==> src/rtl/karatsuba_pkg.sv <==
package karatsuba_pkg;

  // Operand width used when the top level is not overridden
  localparam int DEFAULT_OPERAND_W = 10;

  // What the half multiplier takes from the two operands
  typedef enum logic [1:0] {
    MULT_LOW  = 2'b00,
    MULT_HIGH = 2'b01,
    MULT_SUM  = 2'b10
  } mult_sel_t;

  // Left shift applied to the partial product before it meets the accumulator
  typedef enum logic [1:0] {
    SHIFT_NONE = 2'b00,
    SHIFT_HALF = 2'b01,
    SHIFT_FULL = 2'b10
  } shift_sel_t;

endpackage

==> src/rtl/karatsuba_operand_capture.sv <==
`timescale 1ns/1ns

module karatsuba_operand_capture #(
  parameter int OPERAND_W = karatsuba_pkg::DEFAULT_OPERAND_W
) (
  input  logic                 clk,
  input  logic                 reset,
  input  logic                 start,
  input  logic [OPERAND_W-1:0] a,
  input  logic [OPERAND_W-1:0] b,
  output logic [OPERAND_W-1:0] op_a,
  output logic [OPERAND_W-1:0] op_b,
  output logic                 go
);

  // Operands are held between starts
  always_ff @(posedge clk) begin
    if (reset) begin
      op_a <= '0;
      op_b <= '0;
    end else if (start) begin
      op_a <= a;
      op_b <= b;
    end
  end

  // go lines up with the freshly captured operands
  always_ff @(posedge clk) begin
    if (reset) begin
      go <= 1'b0;
    end else begin
      go <= start;
    end
  end

endmodule

==> src/rtl/karatsuba_cu.sv <==
`timescale 1ns/1ns

module karatsuba_cu (
  input  logic                     clk,
  input  logic                     reset,
  input  logic                     go,
  output logic                     load_op,
  output logic                     load_acc,
  output logic                     acc_from_alu,
  output logic                     load_tmp,
  output logic                     alu_sub,
  output logic                     done,
  output karatsuba_pkg::mult_sel_t mult_sel,
  output karatsuba_pkg::shift_sel_t shift_sel
);

  import karatsuba_pkg::*;

  typedef enum logic [2:0] {
    IDLE = 3'd0,
    S0   = 3'd1,
    S1   = 3'd2,
    S2   = 3'd3,
    S3   = 3'd4,
    S4   = 3'd5,
    S5   = 3'd6,
    S6   = 3'd7
  } state_t;

  state_t state;
  state_t state_next;

  always_ff @(posedge clk) begin
    if (reset) begin
      state <= IDLE;
    end else begin
      state <= state_next;
    end
  end

  // A go seen outside IDLE is dropped
  always_comb begin
    case (state)
      IDLE:    state_next = go ? S0 : IDLE;
      S0:      state_next = S1;
      S1:      state_next = S2;
      S2:      state_next = S3;
      S3:      state_next = S4;
      S4:      state_next = S5;
      S5:      state_next = S6;
      S6:      state_next = IDLE;
      default: state_next = IDLE;
    endcase
  end

  always_comb begin
    load_op      = 1'b0;
    load_acc     = 1'b0;
    acc_from_alu = 1'b0;
    load_tmp     = 1'b0;
    alu_sub      = 1'b0;
    done         = 1'b0;
    mult_sel     = MULT_LOW;
    shift_sel    = SHIFT_NONE;
    case (state)
      IDLE: begin
        load_op = 1'b1;
      end
      // acc = z0
      S0: begin
        mult_sel = MULT_LOW;
        load_acc = 1'b1;
      end
      // tmp = z2
      S1: begin
        mult_sel = MULT_HIGH;
        load_tmp = 1'b1;
      end
      S2: begin
        load_acc     = 1'b1;
        acc_from_alu = 1'b1;
        shift_sel    = SHIFT_FULL;
      end
      // Subtract z2 from the middle term while z0 is fetched again
      S3: begin
        load_acc     = 1'b1;
        acc_from_alu = 1'b1;
        alu_sub      = 1'b1;
        shift_sel    = SHIFT_HALF;
        mult_sel     = MULT_LOW;
        load_tmp     = 1'b1;
      end
      S4: begin
        load_acc     = 1'b1;
        acc_from_alu = 1'b1;
        alu_sub      = 1'b1;
        shift_sel    = SHIFT_HALF;
        mult_sel     = MULT_SUM;
        load_tmp     = 1'b1;
      end
      S5: begin
        load_acc     = 1'b1;
        acc_from_alu = 1'b1;
        shift_sel    = SHIFT_HALF;
      end
      S6: begin
        done = 1'b1;
      end
      default: begin
        done = 1'b0;
      end
    endcase
  end

endmodule

==> src/rtl/karatsuba_half_mult.sv <==
`timescale 1ns/1ns

module karatsuba_half_mult #(
  parameter int OPERAND_W = karatsuba_pkg::DEFAULT_OPERAND_W,
  localparam int HALF_W = OPERAND_W / 2,
  localparam int MULT_W = 2 * HALF_W + 2
) (
  input  logic [OPERAND_W-1:0]     op_a,
  input  logic [OPERAND_W-1:0]     op_b,
  input  karatsuba_pkg::mult_sel_t mult_sel,
  output logic [MULT_W-1:0]        mult_out
);

  import karatsuba_pkg::*;

  logic [HALF_W-1:0] a_lo;
  logic [HALF_W-1:0] a_hi;
  logic [HALF_W-1:0] b_lo;
  logic [HALF_W-1:0] b_hi;
  logic [HALF_W:0]   a_sum;
  logic [HALF_W:0]   b_sum;
  logic [HALF_W:0]   mul_a;
  logic [HALF_W:0]   mul_b;

  assign a_lo = op_a[HALF_W-1:0];
  assign a_hi = op_a[OPERAND_W-1:HALF_W];
  assign b_lo = op_b[HALF_W-1:0];
  assign b_hi = op_b[OPERAND_W-1:HALF_W];

  // Half-sums keep their carry, so the factors are one bit wider
  assign a_sum = {1'b0, a_lo} + {1'b0, a_hi};
  assign b_sum = {1'b0, b_lo} + {1'b0, b_hi};

  always_comb begin
    case (mult_sel)
      MULT_HIGH: begin
        mul_a = {1'b0, a_hi};
        mul_b = {1'b0, b_hi};
      end
      MULT_SUM: begin
        mul_a = a_sum;
        mul_b = b_sum;
      end
      default: begin
        mul_a = {1'b0, a_lo};
        mul_b = {1'b0, b_lo};
      end
    endcase
  end

  assign mult_out = MULT_W'(mul_a) * MULT_W'(mul_b);

endmodule

==> src/rtl/karatsuba_alu.sv <==
`timescale 1ns/1ns

module karatsuba_alu #(
  parameter int OPERAND_W = karatsuba_pkg::DEFAULT_OPERAND_W,
  localparam int HALF_W = OPERAND_W / 2,
  localparam int PROD_W = 2 * OPERAND_W,
  localparam int MULT_W = 2 * HALF_W + 2
) (
  input  logic [PROD_W-1:0]         acc,
  input  logic [MULT_W-1:0]         tmp,
  input  logic                      alu_sub,
  input  karatsuba_pkg::shift_sel_t shift_sel,
  output logic [PROD_W-1:0]         alu_out
);

  import karatsuba_pkg::*;

  logic [PROD_W-1:0] tmp_ext;
  logic [PROD_W-1:0] tmp_shifted;

  assign tmp_ext = PROD_W'(tmp);

  always_comb begin
    case (shift_sel)
      SHIFT_HALF: tmp_shifted = tmp_ext << HALF_W;
      SHIFT_FULL: tmp_shifted = tmp_ext << (2 * HALF_W);
      default:    tmp_shifted = tmp_ext;
    endcase
  end

  // Carry out is dropped, arithmetic wraps at the product width
  always_comb begin
    if (alu_sub) begin
      alu_out = acc - tmp_shifted;
    end else begin
      alu_out = acc + tmp_shifted;
    end
  end

endmodule

==> src/rtl/karatsuba_datapath.sv <==
`timescale 1ns/1ns

module karatsuba_datapath #(
  parameter int OPERAND_W = karatsuba_pkg::DEFAULT_OPERAND_W,
  localparam int HALF_W = OPERAND_W / 2,
  localparam int PROD_W = 2 * OPERAND_W,
  localparam int MULT_W = 2 * HALF_W + 2
) (
  input  logic                      clk,
  input  logic                      reset,
  input  logic [OPERAND_W-1:0]      op_a,
  input  logic [OPERAND_W-1:0]      op_b,
  input  logic                      load_op,
  input  logic                      load_acc,
  input  logic                      acc_from_alu,
  input  logic                      load_tmp,
  input  logic                      alu_sub,
  input  karatsuba_pkg::mult_sel_t  mult_sel,
  input  karatsuba_pkg::shift_sel_t shift_sel,
  output logic [PROD_W-1:0]         acc
);

  logic [OPERAND_W-1:0] op_a_q;
  logic [OPERAND_W-1:0] op_b_q;
  logic [MULT_W-1:0]    tmp;
  logic [MULT_W-1:0]    mult_out;
  logic [PROD_W-1:0]    alu_out;
  logic [PROD_W-1:0]    acc_next;

  karatsuba_half_mult #(
    .OPERAND_W (OPERAND_W)
  ) u_half_mult (
    .op_a     (op_a_q),
    .op_b     (op_b_q),
    .mult_sel (mult_sel),
    .mult_out (mult_out)
  );

  karatsuba_alu #(
    .OPERAND_W (OPERAND_W)
  ) u_alu (
    .acc       (acc),
    .tmp       (tmp),
    .alu_sub   (alu_sub),
    .shift_sel (shift_sel),
    .alu_out   (alu_out)
  );

  always_ff @(posedge clk) begin
    if (reset) begin
      op_a_q <= '0;
      op_b_q <= '0;
    end else if (load_op) begin
      op_a_q <= op_a;
      op_b_q <= op_b;
    end
  end

  assign acc_next = acc_from_alu ? alu_out : PROD_W'(mult_out);

  always_ff @(posedge clk) begin
    if (reset) begin
      acc <= '0;
    end else if (load_acc) begin
      acc <= acc_next;
    end
  end

  // The ALU reads the old tmp in the same cycle that tmp reloads
  always_ff @(posedge clk) begin
    if (reset) begin
      tmp <= '0;
    end else if (load_tmp) begin
      tmp <= mult_out;
    end
  end

endmodule

==> src/rtl/karatsuba_result_out.sv <==
`timescale 1ns/1ns

module karatsuba_result_out #(
  parameter int OPERAND_W = karatsuba_pkg::DEFAULT_OPERAND_W,
  localparam int PROD_W = 2 * OPERAND_W
) (
  input  logic              clk,
  input  logic              reset,
  input  logic              done,
  input  logic [PROD_W-1:0] acc,
  output logic [PROD_W-1:0] product,
  output logic              product_valid
);

  // The product stays put until the next operation completes
  always_ff @(posedge clk) begin
    if (reset) begin
      product <= '0;
    end else if (done) begin
      product <= acc;
    end
  end

  always_ff @(posedge clk) begin
    if (reset) begin
      product_valid <= 1'b0;
    end else begin
      product_valid <= done;
    end
  end

endmodule

==> src/rtl/karatsuba_top.sv <==
`timescale 1ns/1ns

module karatsuba_top #(
  parameter int OPERAND_W = karatsuba_pkg::DEFAULT_OPERAND_W
) (
  input  logic                   clk,
  input  logic                   reset,
  input  logic                   start,
  input  logic [OPERAND_W-1:0]   a,
  input  logic [OPERAND_W-1:0]   b,
  output logic [2*OPERAND_W-1:0] product,
  output logic                   product_valid
);

  import karatsuba_pkg::*;

  logic [OPERAND_W-1:0]   op_a;
  logic [OPERAND_W-1:0]   op_b;
  logic                   go;
  logic                   load_op;
  logic                   load_acc;
  logic                   acc_from_alu;
  logic                   load_tmp;
  logic                   alu_sub;
  logic                   done;
  mult_sel_t              mult_sel;
  shift_sel_t             shift_sel;
  logic [2*OPERAND_W-1:0] acc;

  karatsuba_operand_capture #(
    .OPERAND_W (OPERAND_W)
  ) u_capture (
    .clk   (clk),
    .reset (reset),
    .start (start),
    .a     (a),
    .b     (b),
    .op_a  (op_a),
    .op_b  (op_b),
    .go    (go)
  );

  karatsuba_cu u_cu (
    .clk          (clk),
    .reset        (reset),
    .go           (go),
    .load_op      (load_op),
    .load_acc     (load_acc),
    .acc_from_alu (acc_from_alu),
    .load_tmp     (load_tmp),
    .alu_sub      (alu_sub),
    .done         (done),
    .mult_sel     (mult_sel),
    .shift_sel    (shift_sel)
  );

  karatsuba_datapath #(
    .OPERAND_W (OPERAND_W)
  ) u_datapath (
    .clk          (clk),
    .reset        (reset),
    .op_a         (op_a),
    .op_b         (op_b),
    .load_op      (load_op),
    .load_acc     (load_acc),
    .acc_from_alu (acc_from_alu),
    .load_tmp     (load_tmp),
    .alu_sub      (alu_sub),
    .mult_sel     (mult_sel),
    .shift_sel    (shift_sel),
    .acc          (acc)
  );

  karatsuba_result_out #(
    .OPERAND_W (OPERAND_W)
  ) u_result_out (
    .clk           (clk),
    .reset         (reset),
    .done          (done),
    .acc           (acc),
    .product       (product),
    .product_valid (product_valid)
  );

endmodule

==> config.mk <==
export PLATFORM = sky130hd
export DESIGN_NAME = karatsuba_top
export DESIGN_NICKNAME = d
export VERILOG_FILES = /design/src/rtl/karatsuba_pkg.sv /design/src/rtl/karatsuba_operand_capture.sv /design/src/rtl/karatsuba_cu.sv /design/src/rtl/karatsuba_half_mult.sv /design/src/rtl/karatsuba_alu.sv /design/src/rtl/karatsuba_datapath.sv /design/src/rtl/karatsuba_result_out.sv /design/src/rtl/karatsuba_top.sv
export SDC_FILE = /design/constraint.sdc
export NUM_CORES = 1
export LEC_CHECK = 0
export ABC_AREA = 1
export BUFFER_PORTS_ARGS = -buffer_cell sky130_fd_sc_hd__buf_2
export CAP_MARGIN = 5
export CELL_PAD_IN_SITES_DETAIL_PLACEMENT = 0
export CELL_PAD_IN_SITES_GLOBAL_PLACEMENT = 1
export CORE_MARGIN = 2
export CORE_UTILIZATION = 45
export CTS_CLUSTER_DIAMETER = 120
export DETAILED_ROUTE_END_ITERATION = 6
export GPL_ROUTABILITY_DRIVEN = 0
export PLACE_DENSITY = 0.87
export RECOVER_POWER = 100
export SLEW_MARGIN = 20
export SYNTH_ARGS = -nofsm -noshare
export SYNTH_HDL_FRONTEND = slang
export SYNTH_SLANG_ARGS = --single-unit
==> constraint.sdc <==
create_clock -name clk -period 6.7 [get_ports clk]
set_input_delay 0.335 -clock clk [delete_from_list [all_inputs] [get_ports clk]]
set_output_delay 0.335 -clock clk [all_outputs]
set_load 0.1 [all_outputs]
After elaboration in Yosys (flattened, before gate mapping)

Index checks and enable logic that the tools add are counted.

Bits in registers: 97
Input bits: 23
Word-level logic and storage cells: 47

Reductions and logical operators: 6
Equal/unequal tests: 11
Multiplexer cells: 15
Multipliers: 1
$add $sub $neg: 4

Operators by type and width:

| operator                                             | count |
|---|---|
| 2-to-1 mux 20 bit                                    | 2 |
| one-hot mux 20 bit (2 select lines)                  | 1 |
| one-hot mux 3 bit (8 select lines)                   | 1 |
| one-hot mux 6 bit (2 select lines)                   | 2 |
| adder 20 bit                                         | 1 |
| subtractor 20 bit                                    | 1 |
| adder 5 x 5 -> 6 bit                                 | 2 |
| equality test 3 bit (second input constant)          | 4 |
| multiplier 6 x 6 -> 12 bit                           | 1 |
| one-hot mux 2 bit (2 select lines)                   | 2 |
| 2-to-1 mux 1 bit                                     | 7 |
| equality test 3 x 2 -> 1 bit (second input constant) | 2 |
| OR reduction 3 bit                                   | 2 |
| OR reduction 5 bit                                   | 1 |
| equality test 2 x 1 -> 1 bit (second input constant) | 2 |
| equality test 2 bit (second input constant)          | 2 |
| OR reduction 4 bit                                   | 1 |
| equality test 3 x 1 -> 1 bit (second input constant) | 1 |
| zero test 3 bit                                      | 1 |
| OR reduction 2 bit                                   | 1 |

Depth between registers and ports, before layout

Gate-level depths: netlist of run 1.

Word-level depth: 8
Depth in mapped cells: 30
Depth with buffers taken out: 29

Cells and area by module

From an unflattened synthesis of run 1, not the netlist that was laid out.

Cells, all modules: 1194
Area, all modules: 7941.4 µm²

By module, submodules not included:

| module                    | cells an instance | area each (µm²) | times used | seq. area each (µm²) |
|---|---|---|---|---|
| karatsuba_datapath        | 279               | 2023.2          | 1          | 1041.0 |
| karatsuba_alu             | 347               | 1978.1          | 1          | 0.0 |
| karatsuba_half_mult       | 260               | 1737.9          | 1          | 0.0 |
| karatsuba_operand_capture | 131               | 924.6           | 1          | 420.4 |
| karatsuba_result_out      | 131               | 924.6           | 1          | 420.4 |
| karatsuba_cu              | 46                | 352.8           | 1          | 60.1 |

Worst setup path before layout of run 1

No wires, ideal clock.

Kind: register to register
Start: reg u_datapath.op_b_q[0]
End: reg u_datapath.tmp[9]
Cell stages (with the launch flop): 25
Slack: 1.850 ns
Data required time: 6.584 ns
Period minus slack after synthesis: 4.850 ns
Path buffers: 0
Arrival: 4.734 ns
Cell sequence: dfxtp_1 -> ha_1 -> inv_1 -> fa_1 -> o21ai_0 -> a21oi_1 -> or2_2 -> nand3_1 -> o211ai_1 -> o21ai_0 -> nor2_1 -> fa_1 -> inv_1 -> fa_1 -> fa_1 -> inv_1 -> ha_1 -> nand2_1 -> o21ai_0 -> a21oi_1 -> o21ai_0 -> xnor2_1 -> nand2_1 -> o211ai_1 -> inv_1

Longest elaborated chain between the ends: 3

RTL lines:

| element                              | RTL line                  | RTL |
|---|---|---|
| start, declared                      | karatsuba_datapath.sv:24  | `logic [OPERAND_W-1:0] op_b_q;` |
| start signal, assigned               | karatsuba_datapath.sv:55  | `op_b_q <= op_b;` |
| adder 5 x 5 -> 6 bit                 | karatsuba_half_mult.sv:32 | `assign b_sum = {1'b0, b_lo} + {1'b0, b_hi};` |
| one-hot mux 6 bit (2 select lines) * | karatsuba_half_mult.sv:35 | `case (mult_sel)` |
| multiplier 6 x 6 -> 12 bit *         | karatsuba_half_mult.sv:51 | `assign mult_out = MULT_W'(mul_a) * MULT_W'(mul_b);` |
| end signal, assigned                 | karatsuba_datapath.sv:74  | `tmp <= mult_out;` |
| end, declared                        | karatsuba_datapath.sv:25  | `logic [MULT_W-1:0] tmp;` |

Every way passes the cells marked *; elsewhere a longest branch is shown, timed or not.
A chain may end at the register's enable or synchronous reset.

Worst setup path after layout of run 1

Start: reg u_cu.state[0]
End: reg u_datapath.acc[9]

Longest elaborated chain between the ends: 8
Elaborated cells between the ends (all ways): 27
Classes of those cells: 2 x add/sub; 1 x mul; 10 x eq/ne; 10 x mux; 4 x reduce/logical

RTL lines:

| element                                                                            | RTL line                 | RTL |
|---|---|---|
| start, declared                                                                    | karatsuba_cu.sv:30       | `state_t state;` |
| start signal, assigned                                                             | karatsuba_cu.sv:37       | `state <= state_next;` |
| parallel branches: the longest is 8 deep, another holds multiplier 6 x 6 -> 12 bit | n/a                      |  |
| end signal, assigned                                                               | karatsuba_datapath.sv:65 | `acc <= acc_next;` |
| end, declared                                                                      | karatsuba_datapath.sv:20 | `output logic [PROD_W-1:0] acc` |

Several ways; the timed one is not identified.

==> summary.txt, run 1 <==
status: completed
synthesized cell area: 7080 sq um
number of max-cap violations: 0
cell accounting for the most synthesized area: dfxtp_1
Critical Path AT: 5810 ps
largest net degree at the start of global routing: 54
Post-Synth Adder-Cell Area: 15.7%
Max-Slew Margin vs Limit: 12.8%
Final Hold Vio Count: 0
worst clock skew: 9.70 ps
WL/cell: 14.5 um
Max Root-Sink Buffers: 2
io pins: 44
Tmin final: 5570 ps
Hold Path Class: in2reg
cts repair resizes: 0
aggregate global routing overflow: 0
Tightest Pin Transition: 1300 ps
initial cell density of the core: 46.2%
largest family of logic cells by synthesized area: simple AND/OR/NAND/NOR gates
total routed wirelength: 17,700 um
FMAX: 180 MHz
clock buffer count from CTS: 9
die height: 129 um
RSZ-0062 raised after global routing: no
die area: 16,800 sq um
clk sinks: 97
Hold WS: 198 ps
global-route usage over all layers: 22.2%
area of the core: 15,300 sq um
Root Buffer: clkbuf_16
vias in the first global route: 5,920
CP endpoint kind: flip-flop
Post-CTS Setup Inserts: 0
hpwl dp: 13,600 um
CP Data Required Time: 6940 ps
antenna-violating nets left: 0
Layout area overhead: 7.56%
Synth top area share: 27.4%
Synth area leaders: dfxtp_1 27%, ha_1 10%, nor2_1 8.4%
Primary FF master, synth: dfxtp_1
Unique masters post-synth: 48
layout cells sized above 1: 8.57%
initial drt markers: 474
Synth Area in Simple Gates: 24.3%
Pleak: 3.61 nW
most frequent cells in the layout: 160 x nor2_1, 146 x nand2_1, 121 x inv_1, 118 x o21ai_0, 97 x dfxtp_1
clk_lat worst skew: 360 ps
Die W: 129 um
Via density: 5.17
setup TNS: 0 ps
mux share of post-synthesis cell area: 0%
Syn Nets: 1,089
sequential area share after synthesis: 27.4%
mean area per synthesized cell: 7.16 sq um
TritonCTS clock tree: built
initial antenna violation count: 0
Setup crit start kind: flip-flop
PortBufs: 43
Final #Nets: 1,111
Seq cells post-synth: 97
n_diodes: 0
crit path max fanout: 11
PwrDens: 274 nW/um^2
setup violators final: 0
hold-fix buffers at CTS: 0
# rows: 45
Slew Limit Fails: 0
Synth Area in Compound Gates: 19.5%
DRT Pass-1 Iters: 5
crit share post-route: 83.1%
Gate Count Post-Synth: 989
synth warn: 0
Synth Area in XOR/XNOR: 3.83%
ys async rst share: 0%
Crit Path Class: reg2reg
H-tree Lvls: 3
first-pass GRT wire length: 29,600 um
most common cell after layout, fill and taps aside: nor2_1
DRC Markers: 0
clk slew on worst S/H paths: 70 ps
total vias in the final route: 6,343
Max VDD drop: 0.000146 V
Post-synth EDFFs: 0
cells by family (layout without fill, tap and decap cells):
logic type / Yosys count / count (layout)
xor+xnor: 31 / 31
compound gates: 236 / 236
simple gates: 387 / 387
buf+inv: 161 / 187
fa+ha+maj: 77 / 77
flops: 97 / 97
Yosys cell counts (6+ instances only):
library cell  number
nor2_1           158
nand2_1          145
inv_1            120
o21ai_0          116
dfxtp_1           97
a21oi_1           74
ha_1              57
nand3_1           31
clkbuf_1          23
fa_1              20
xor2_1            20
xnor2_1           11
nand2_2           10
inv_2              8
nand4_1            8
nor2_2             8
o211ai_1           7
or2_2              7
o21bai_1           6
metrics by stage:
| stage | total power, W | cells | util, % | cell area, sq um | worst slack, ps |
|---|---|---|---|---|---|
| 4_1_cts | 0.00210 | 1226 | 50.2 | 7690 | 1350 |
| 3_3_place_gp | 0.00157 | 1211 | 48.3 | 7390 | 1500 |
| 3_5_place_dp | 0.00157 | 1211 | 48.3 | 7390 | 1360 |
| 5_1_grt | 0.00226 | 1226 | 49.7 | 7620 | 581 |
| 2_1_floorplan | 0.00136 | 989 | - | 7080 | 1850 |
| 6_report | 0.00209 | 1226 | 49.7 | 7620 | 1130 |
cell type report:
type / instances / area, sq um
timing repair buffer: 44 / 195
clock buffer: 10 / 229
tap: 211 / 264
clock inverter: 5 / 63.8
fill: 1613 / 7700
multi-input combinational: 731 / 4440
inverter: 128 / 480
sequential: 97 / 1940
flip-flops by register name (all words and copies together), names as in the netlist:
register	flops
u_datapath.acc	20
u_capture.op_a	10
u_datapath.op_b_q	10
u_datapath.op_a_q	10
u_result_out.product_valid	1
u_cu.state	3
u_capture.op_b	10
u_capture.go	1
u_datapath.tmp	12
u_result_out.product	20
metal layers:
layer	up-vias	track usage, %	part of all wire [%]
met2	156	33.3	42
met4	0	5.12	1.1
li1	3267	-	-
met1	2902	33.5	52
met5	-	0	0
met3	18	3.51	4.6
report_power, final:
part	internal (W)	leakage [nW]	switching, W
sequential	0.000623	0.794	0.0000437
combinational	0.000308	2.68	0.000585
clock	0.000291	0.140	0.000240
critical path: stages, from the launching register on:
cell and delay (ps):
dfxtp_1 340, inv_1 80, ha_1 180, inv_1 130
nor2_8 220, inv_1 140, nand2_1 340, nor2_1 80
a221oi_1 630, inv_1 180, nor2_1 170, fa_1 430
ha_1 330, fa_1 570, inv_1 70, fa_1 450
o21ai_0 400, a21oi_1 110, o21ai_0 210, xnor2_1 170
nand2_1 70, nand2_1 90, a21oi_1 70
final timing paths:
| check | startpoint | end | slack [ps] | cells after the start |
|---|---|---|---|---|
| hold reg to reg | u_datapath.acc[19] | u_datapath.acc[19] | 470 | 2 |
| hold / removal | a[7] | u_capture.op_a[7] | 200 | 3 |
| setup reg to reg | u_cu.state[0] | u_datapath.acc[9] | 1130 | 22 |
| setup / recovery | u_cu.state[0] | u_datapath.acc[9] | 1130 | 22 |
Note: power is estimated with default switching activity, not from simulation.
==> run 2, diff against run 1 <==
--- a/config.mk
+++ b/config.mk
@@ -5,7 +5,7 @@
 export SDC_FILE = /design/constraint.sdc
 export NUM_CORES = 1
 export LEC_CHECK = 0
-export ABC_AREA = 1
+export ABC_AREA = 0
 export BUFFER_PORTS_ARGS = -buffer_cell sky130_fd_sc_hd__buf_2
 export CAP_MARGIN = 5
 export CELL_PAD_IN_SITES_DETAIL_PLACEMENT = 0
@@ -15,7 +15,7 @@
 export CTS_CLUSTER_DIAMETER = 120
 export DETAILED_ROUTE_END_ITERATION = 6
 export GPL_ROUTABILITY_DRIVEN = 0
-export PLACE_DENSITY = 0.87
+export PLACE_DENSITY = 0.86
 export RECOVER_POWER = 100
 export SLEW_MARGIN = 20
 export SYNTH_ARGS = -nofsm -noshare
==> constraint.sdc (replaced) <==
create_clock -name clk -period 5.25 [get_ports clk]
set_input_delay 0.2625 -clock clk [delete_from_list [all_inputs] [get_ports clk]]
set_output_delay 0.2625 -clock clk [all_outputs]
set_load 0.1 [all_outputs]
==> summary.txt, run 2 <==
status: finished with violations
failing checks: max-capacitance violations, max-slew violations
Worst R2R End: u_datapath.tmp[10]
Reg2Reg Depth: 18
FMAX: 202 MHz
Net Sw Power: 0.000716 W
RR Startpoint: u_datapath.op_b_q[5]
DRC Markers: 0
Final Hold Vio Count: 0
Top Metal Used: met4
Crit-path slowest cell: fa_1
hold-fix buffers at CTS: 0
Comb pwr share: 29.4%
aggregate global routing overflow: 0
Place WS: 214 ps
WL/cell: 14.1 um
Internal: 0.00140 W
global-route usage over all layers: 19.6%
max incr delay on CP: 540 ps
crit path max fanout: 5
Post-synth EDFFs: 0
n_diodes: 0
Synth top area share: 28.7%
R2R Setup Slk: 310 ps
Synth area leaders: dfxtp_1 29%, ha_1 11%, nand2_1 8.1%
PwrDens: 285 nW/um^2
area of the core: 14,600 sq um
Max Root-Sink Buffers: 2
cell accounting for the most synthesized area: dfxtp_1
CP Capture Point: u_datapath.tmp[10]
Sw Share: 33.9%
die height: 127 um
total vias in the final route: 5,683
H-tree Lvls: 3
CP endpoint kind: flip-flop
Gate Count Post-Synth: 848
Die W: 127 um
hpwl dp: 11,200 um
crit path launch: u_datapath.op_b_q[5]
number of max-cap violations: 1
most frequent cells in the layout: 145 x nand2_1, 96 x nor2_1, 95 x dfxtp_1, 84 x a21oi_1, 56 x ha_1
clk_lat worst skew: 350 ps
biggest regs: u_datapath.acc: 20 flops, u_result_out.product: 20 flops, u_datapath.tmp: 12 flops
Crit Path Class: reg2reg
initial antenna violation count: 0
Syn Nets: 948
mean area per synthesized cell: 7.97 sq um
Commonest cells post-synth: 145 x nand2_1, 97 x dfxtp_1, 96 x nor2_1
vias in the first global route: 5,343
RSZ-0062 raised after global routing: no
Total Power: 0.00211 W
Design Area, Final: 7420 sq um
io pins: 44
Area after DPL: 7100 sq um
Root Buffer: clkbuf_16
WL met2: 7210 um
CP Data Required Time: 5440 ps
total routed wirelength: 15,000 um
DRT Pass-1 Iters: 5
routed wire length on met3: 635 um
PortBufs: 43
most frequent CP cell: fa_1
ys async rst share: 0%
Via density: 5.33
TritonCTS clock tree: built
sequential area share after synthesis: 28.7%
worst clock skew: 14.1 ps
Seq cells post-synth: 97
Tightest Pin Transition: 2220 ps
antenna-violating nets left: 0
clock buffer count from CTS: 9
sequential share of power: 37.5%
initial drt markers: 212
largest net degree at the start of global routing: 53
clk sinks: 97
Max-Slew Margin vs Limit: -47.7%
crit share post-route: 94.1%
Setup crit start kind: flip-flop
setup violators final: 0
clock share of power: 33.1%
layout cells sized above 1: 9.30%
Primary FF master, synth: dfxtp_1
# rows: 44
count leader, synth: nand2_1
met1 wire length: 7070 um
initial cell density of the core: 46.3%
setup TNS: 0 ps
first-pass GRT wire length: 26,000 um
slack of the critical path: 310 ps
Hold WS: 143 ps
synthesized cell area: 6760 sq um
clk slew on worst S/H paths: 70 ps
Layout area overhead: 9.82%
synth warn: 0
Hold Path Class: in2reg
Slew Limit Fails: 53
die area: 16,000 sq um
Max VDD drop: 0.000149 V
Tmin final: 4940 ps
Final #Nets: 977
Pleak: 3.10 nW
most common cell after layout, fill and taps aside: nand2_1
Unique masters post-synth: 61
Critical Path, Cell by Cell: ha_1 > inv_1 > fa_1 > xor2_1 > nand2_1 > o221ai_1 > or2_2 > fa_1 > fa_1 > fa_1 > inv_1 > ha_1 > a21oi_2 > o211ai_1 > a211o_1 > o21ai_0 > xor2_1 > a211oi_1
Critical Path AT: 5130 ps
==> run 2: cell count changes after synthesis, moves of 9 or more <==
cell      delta
o21ai_0     -81
inv_1       -78
nor2_1      -62
mux2i_1     +26
nand3_1     -23
a21o_1      +14
a21oi_1     +12
xnor2_1     +12
a22oi_1     +10
nand2_2     -10
a211oi_1     +9
nor2b_1      +9
==> run 2: power groups by stage <==
stage	Combinational [W]	Sequential (W)	Clock, W
2_1_floorplan	0.000492	0.000800	0
3_3_place_gp	0.000615	0.000808	0
3_5_place_dp	0.000616	0.000809	0
4_1_cts	0.000623	0.000792	0.000720
5_1_grt	0.000701	0.000797	0.000749
6_report	0.000623	0.000792	0.000700
==> run 2: per-stage QoR <==
stage / util, % / instances
floorplan: - / 848
finish: 50.8 / 1066
detailed placement: 48.7 / 1047
global route: 50.8 / 1066
global placement: 48.7 / 1047
CTS: 50.8 / 1063
==> run 2: cell type report <==
type / instances / area, sq um
inverter: 42 / 158
clock buffer: 9 / 225
fill: 1443 / 7170
multi-input combinational: 668 / 4470
clock inverter: 7 / 85.1
tap: 184 / 230
timing repair buffer: 59 / 305
sequential: 97 / 1940
==> run 2: worst min-delay path by stage <==
| stage | start | end | slack [ps] | cells past startpoint |
|---|---|---|---|---|
| after floorplan | a[0] | u_capture.op_a[0] | 410 | 2 |
| after CTS | a[8] | u_capture.op_a[8] | 130 | 3 |
| after global placement | u_result_out.product[5] | u_result_out.product[5] | 440 | 2 |
| after global routing | b[0] | u_capture.op_b[0] | 140 | 3 |
| after detailed placement | u_capture.go | u_cu.state[0] | 440 | 2 |
| final | b[5] | u_capture.op_b[5] | 140 | 3 |
==> run 2: logic make-up (layout without fill, tap and decap cells) <==
group,Yosys count,count (layout),share of synthesized area (%)
AND/OR/NAND/NOR,303,303,19.4
AO/OA/AOI/OAI,218,218,20.5
flip-flops,97,97,28.7
buffers and inverters,83,117,5.24
adder cells (fa/ha/maj),77,77,16.5
XOR/XNOR,43,43,5.58
multiplexers,27,27,4.02
==> run 2: critical path, delay by kind of cell (launching register included) <==
| kind | cells | cell delay [ps] |
|---|---|---|
| adder cells (fa/ha/maj) | 6 | 2480 |
| buffers and inverters | 2 | 90 |
| XOR/XNOR | 2 | 370 |
| AO/OA/AOI/OAI | 6 | 1030 |
| AND/OR/NAND/NOR | 2 | 450 |
| flip-flops | 1 | 360 |
==> run 2: per-layer routing <==
metal	vias up	global-route usage (%)
met3	9	3.84
met4	0	4.91
li1	2965	-
met1	2598	26.4
met2	111	32.3
met5	-	0
==> run 2: timing repair <==
action,in CTS,in global routing
setup endpoints to repair,0,8
gates resized for setup,0,10
setup buffers,0,3
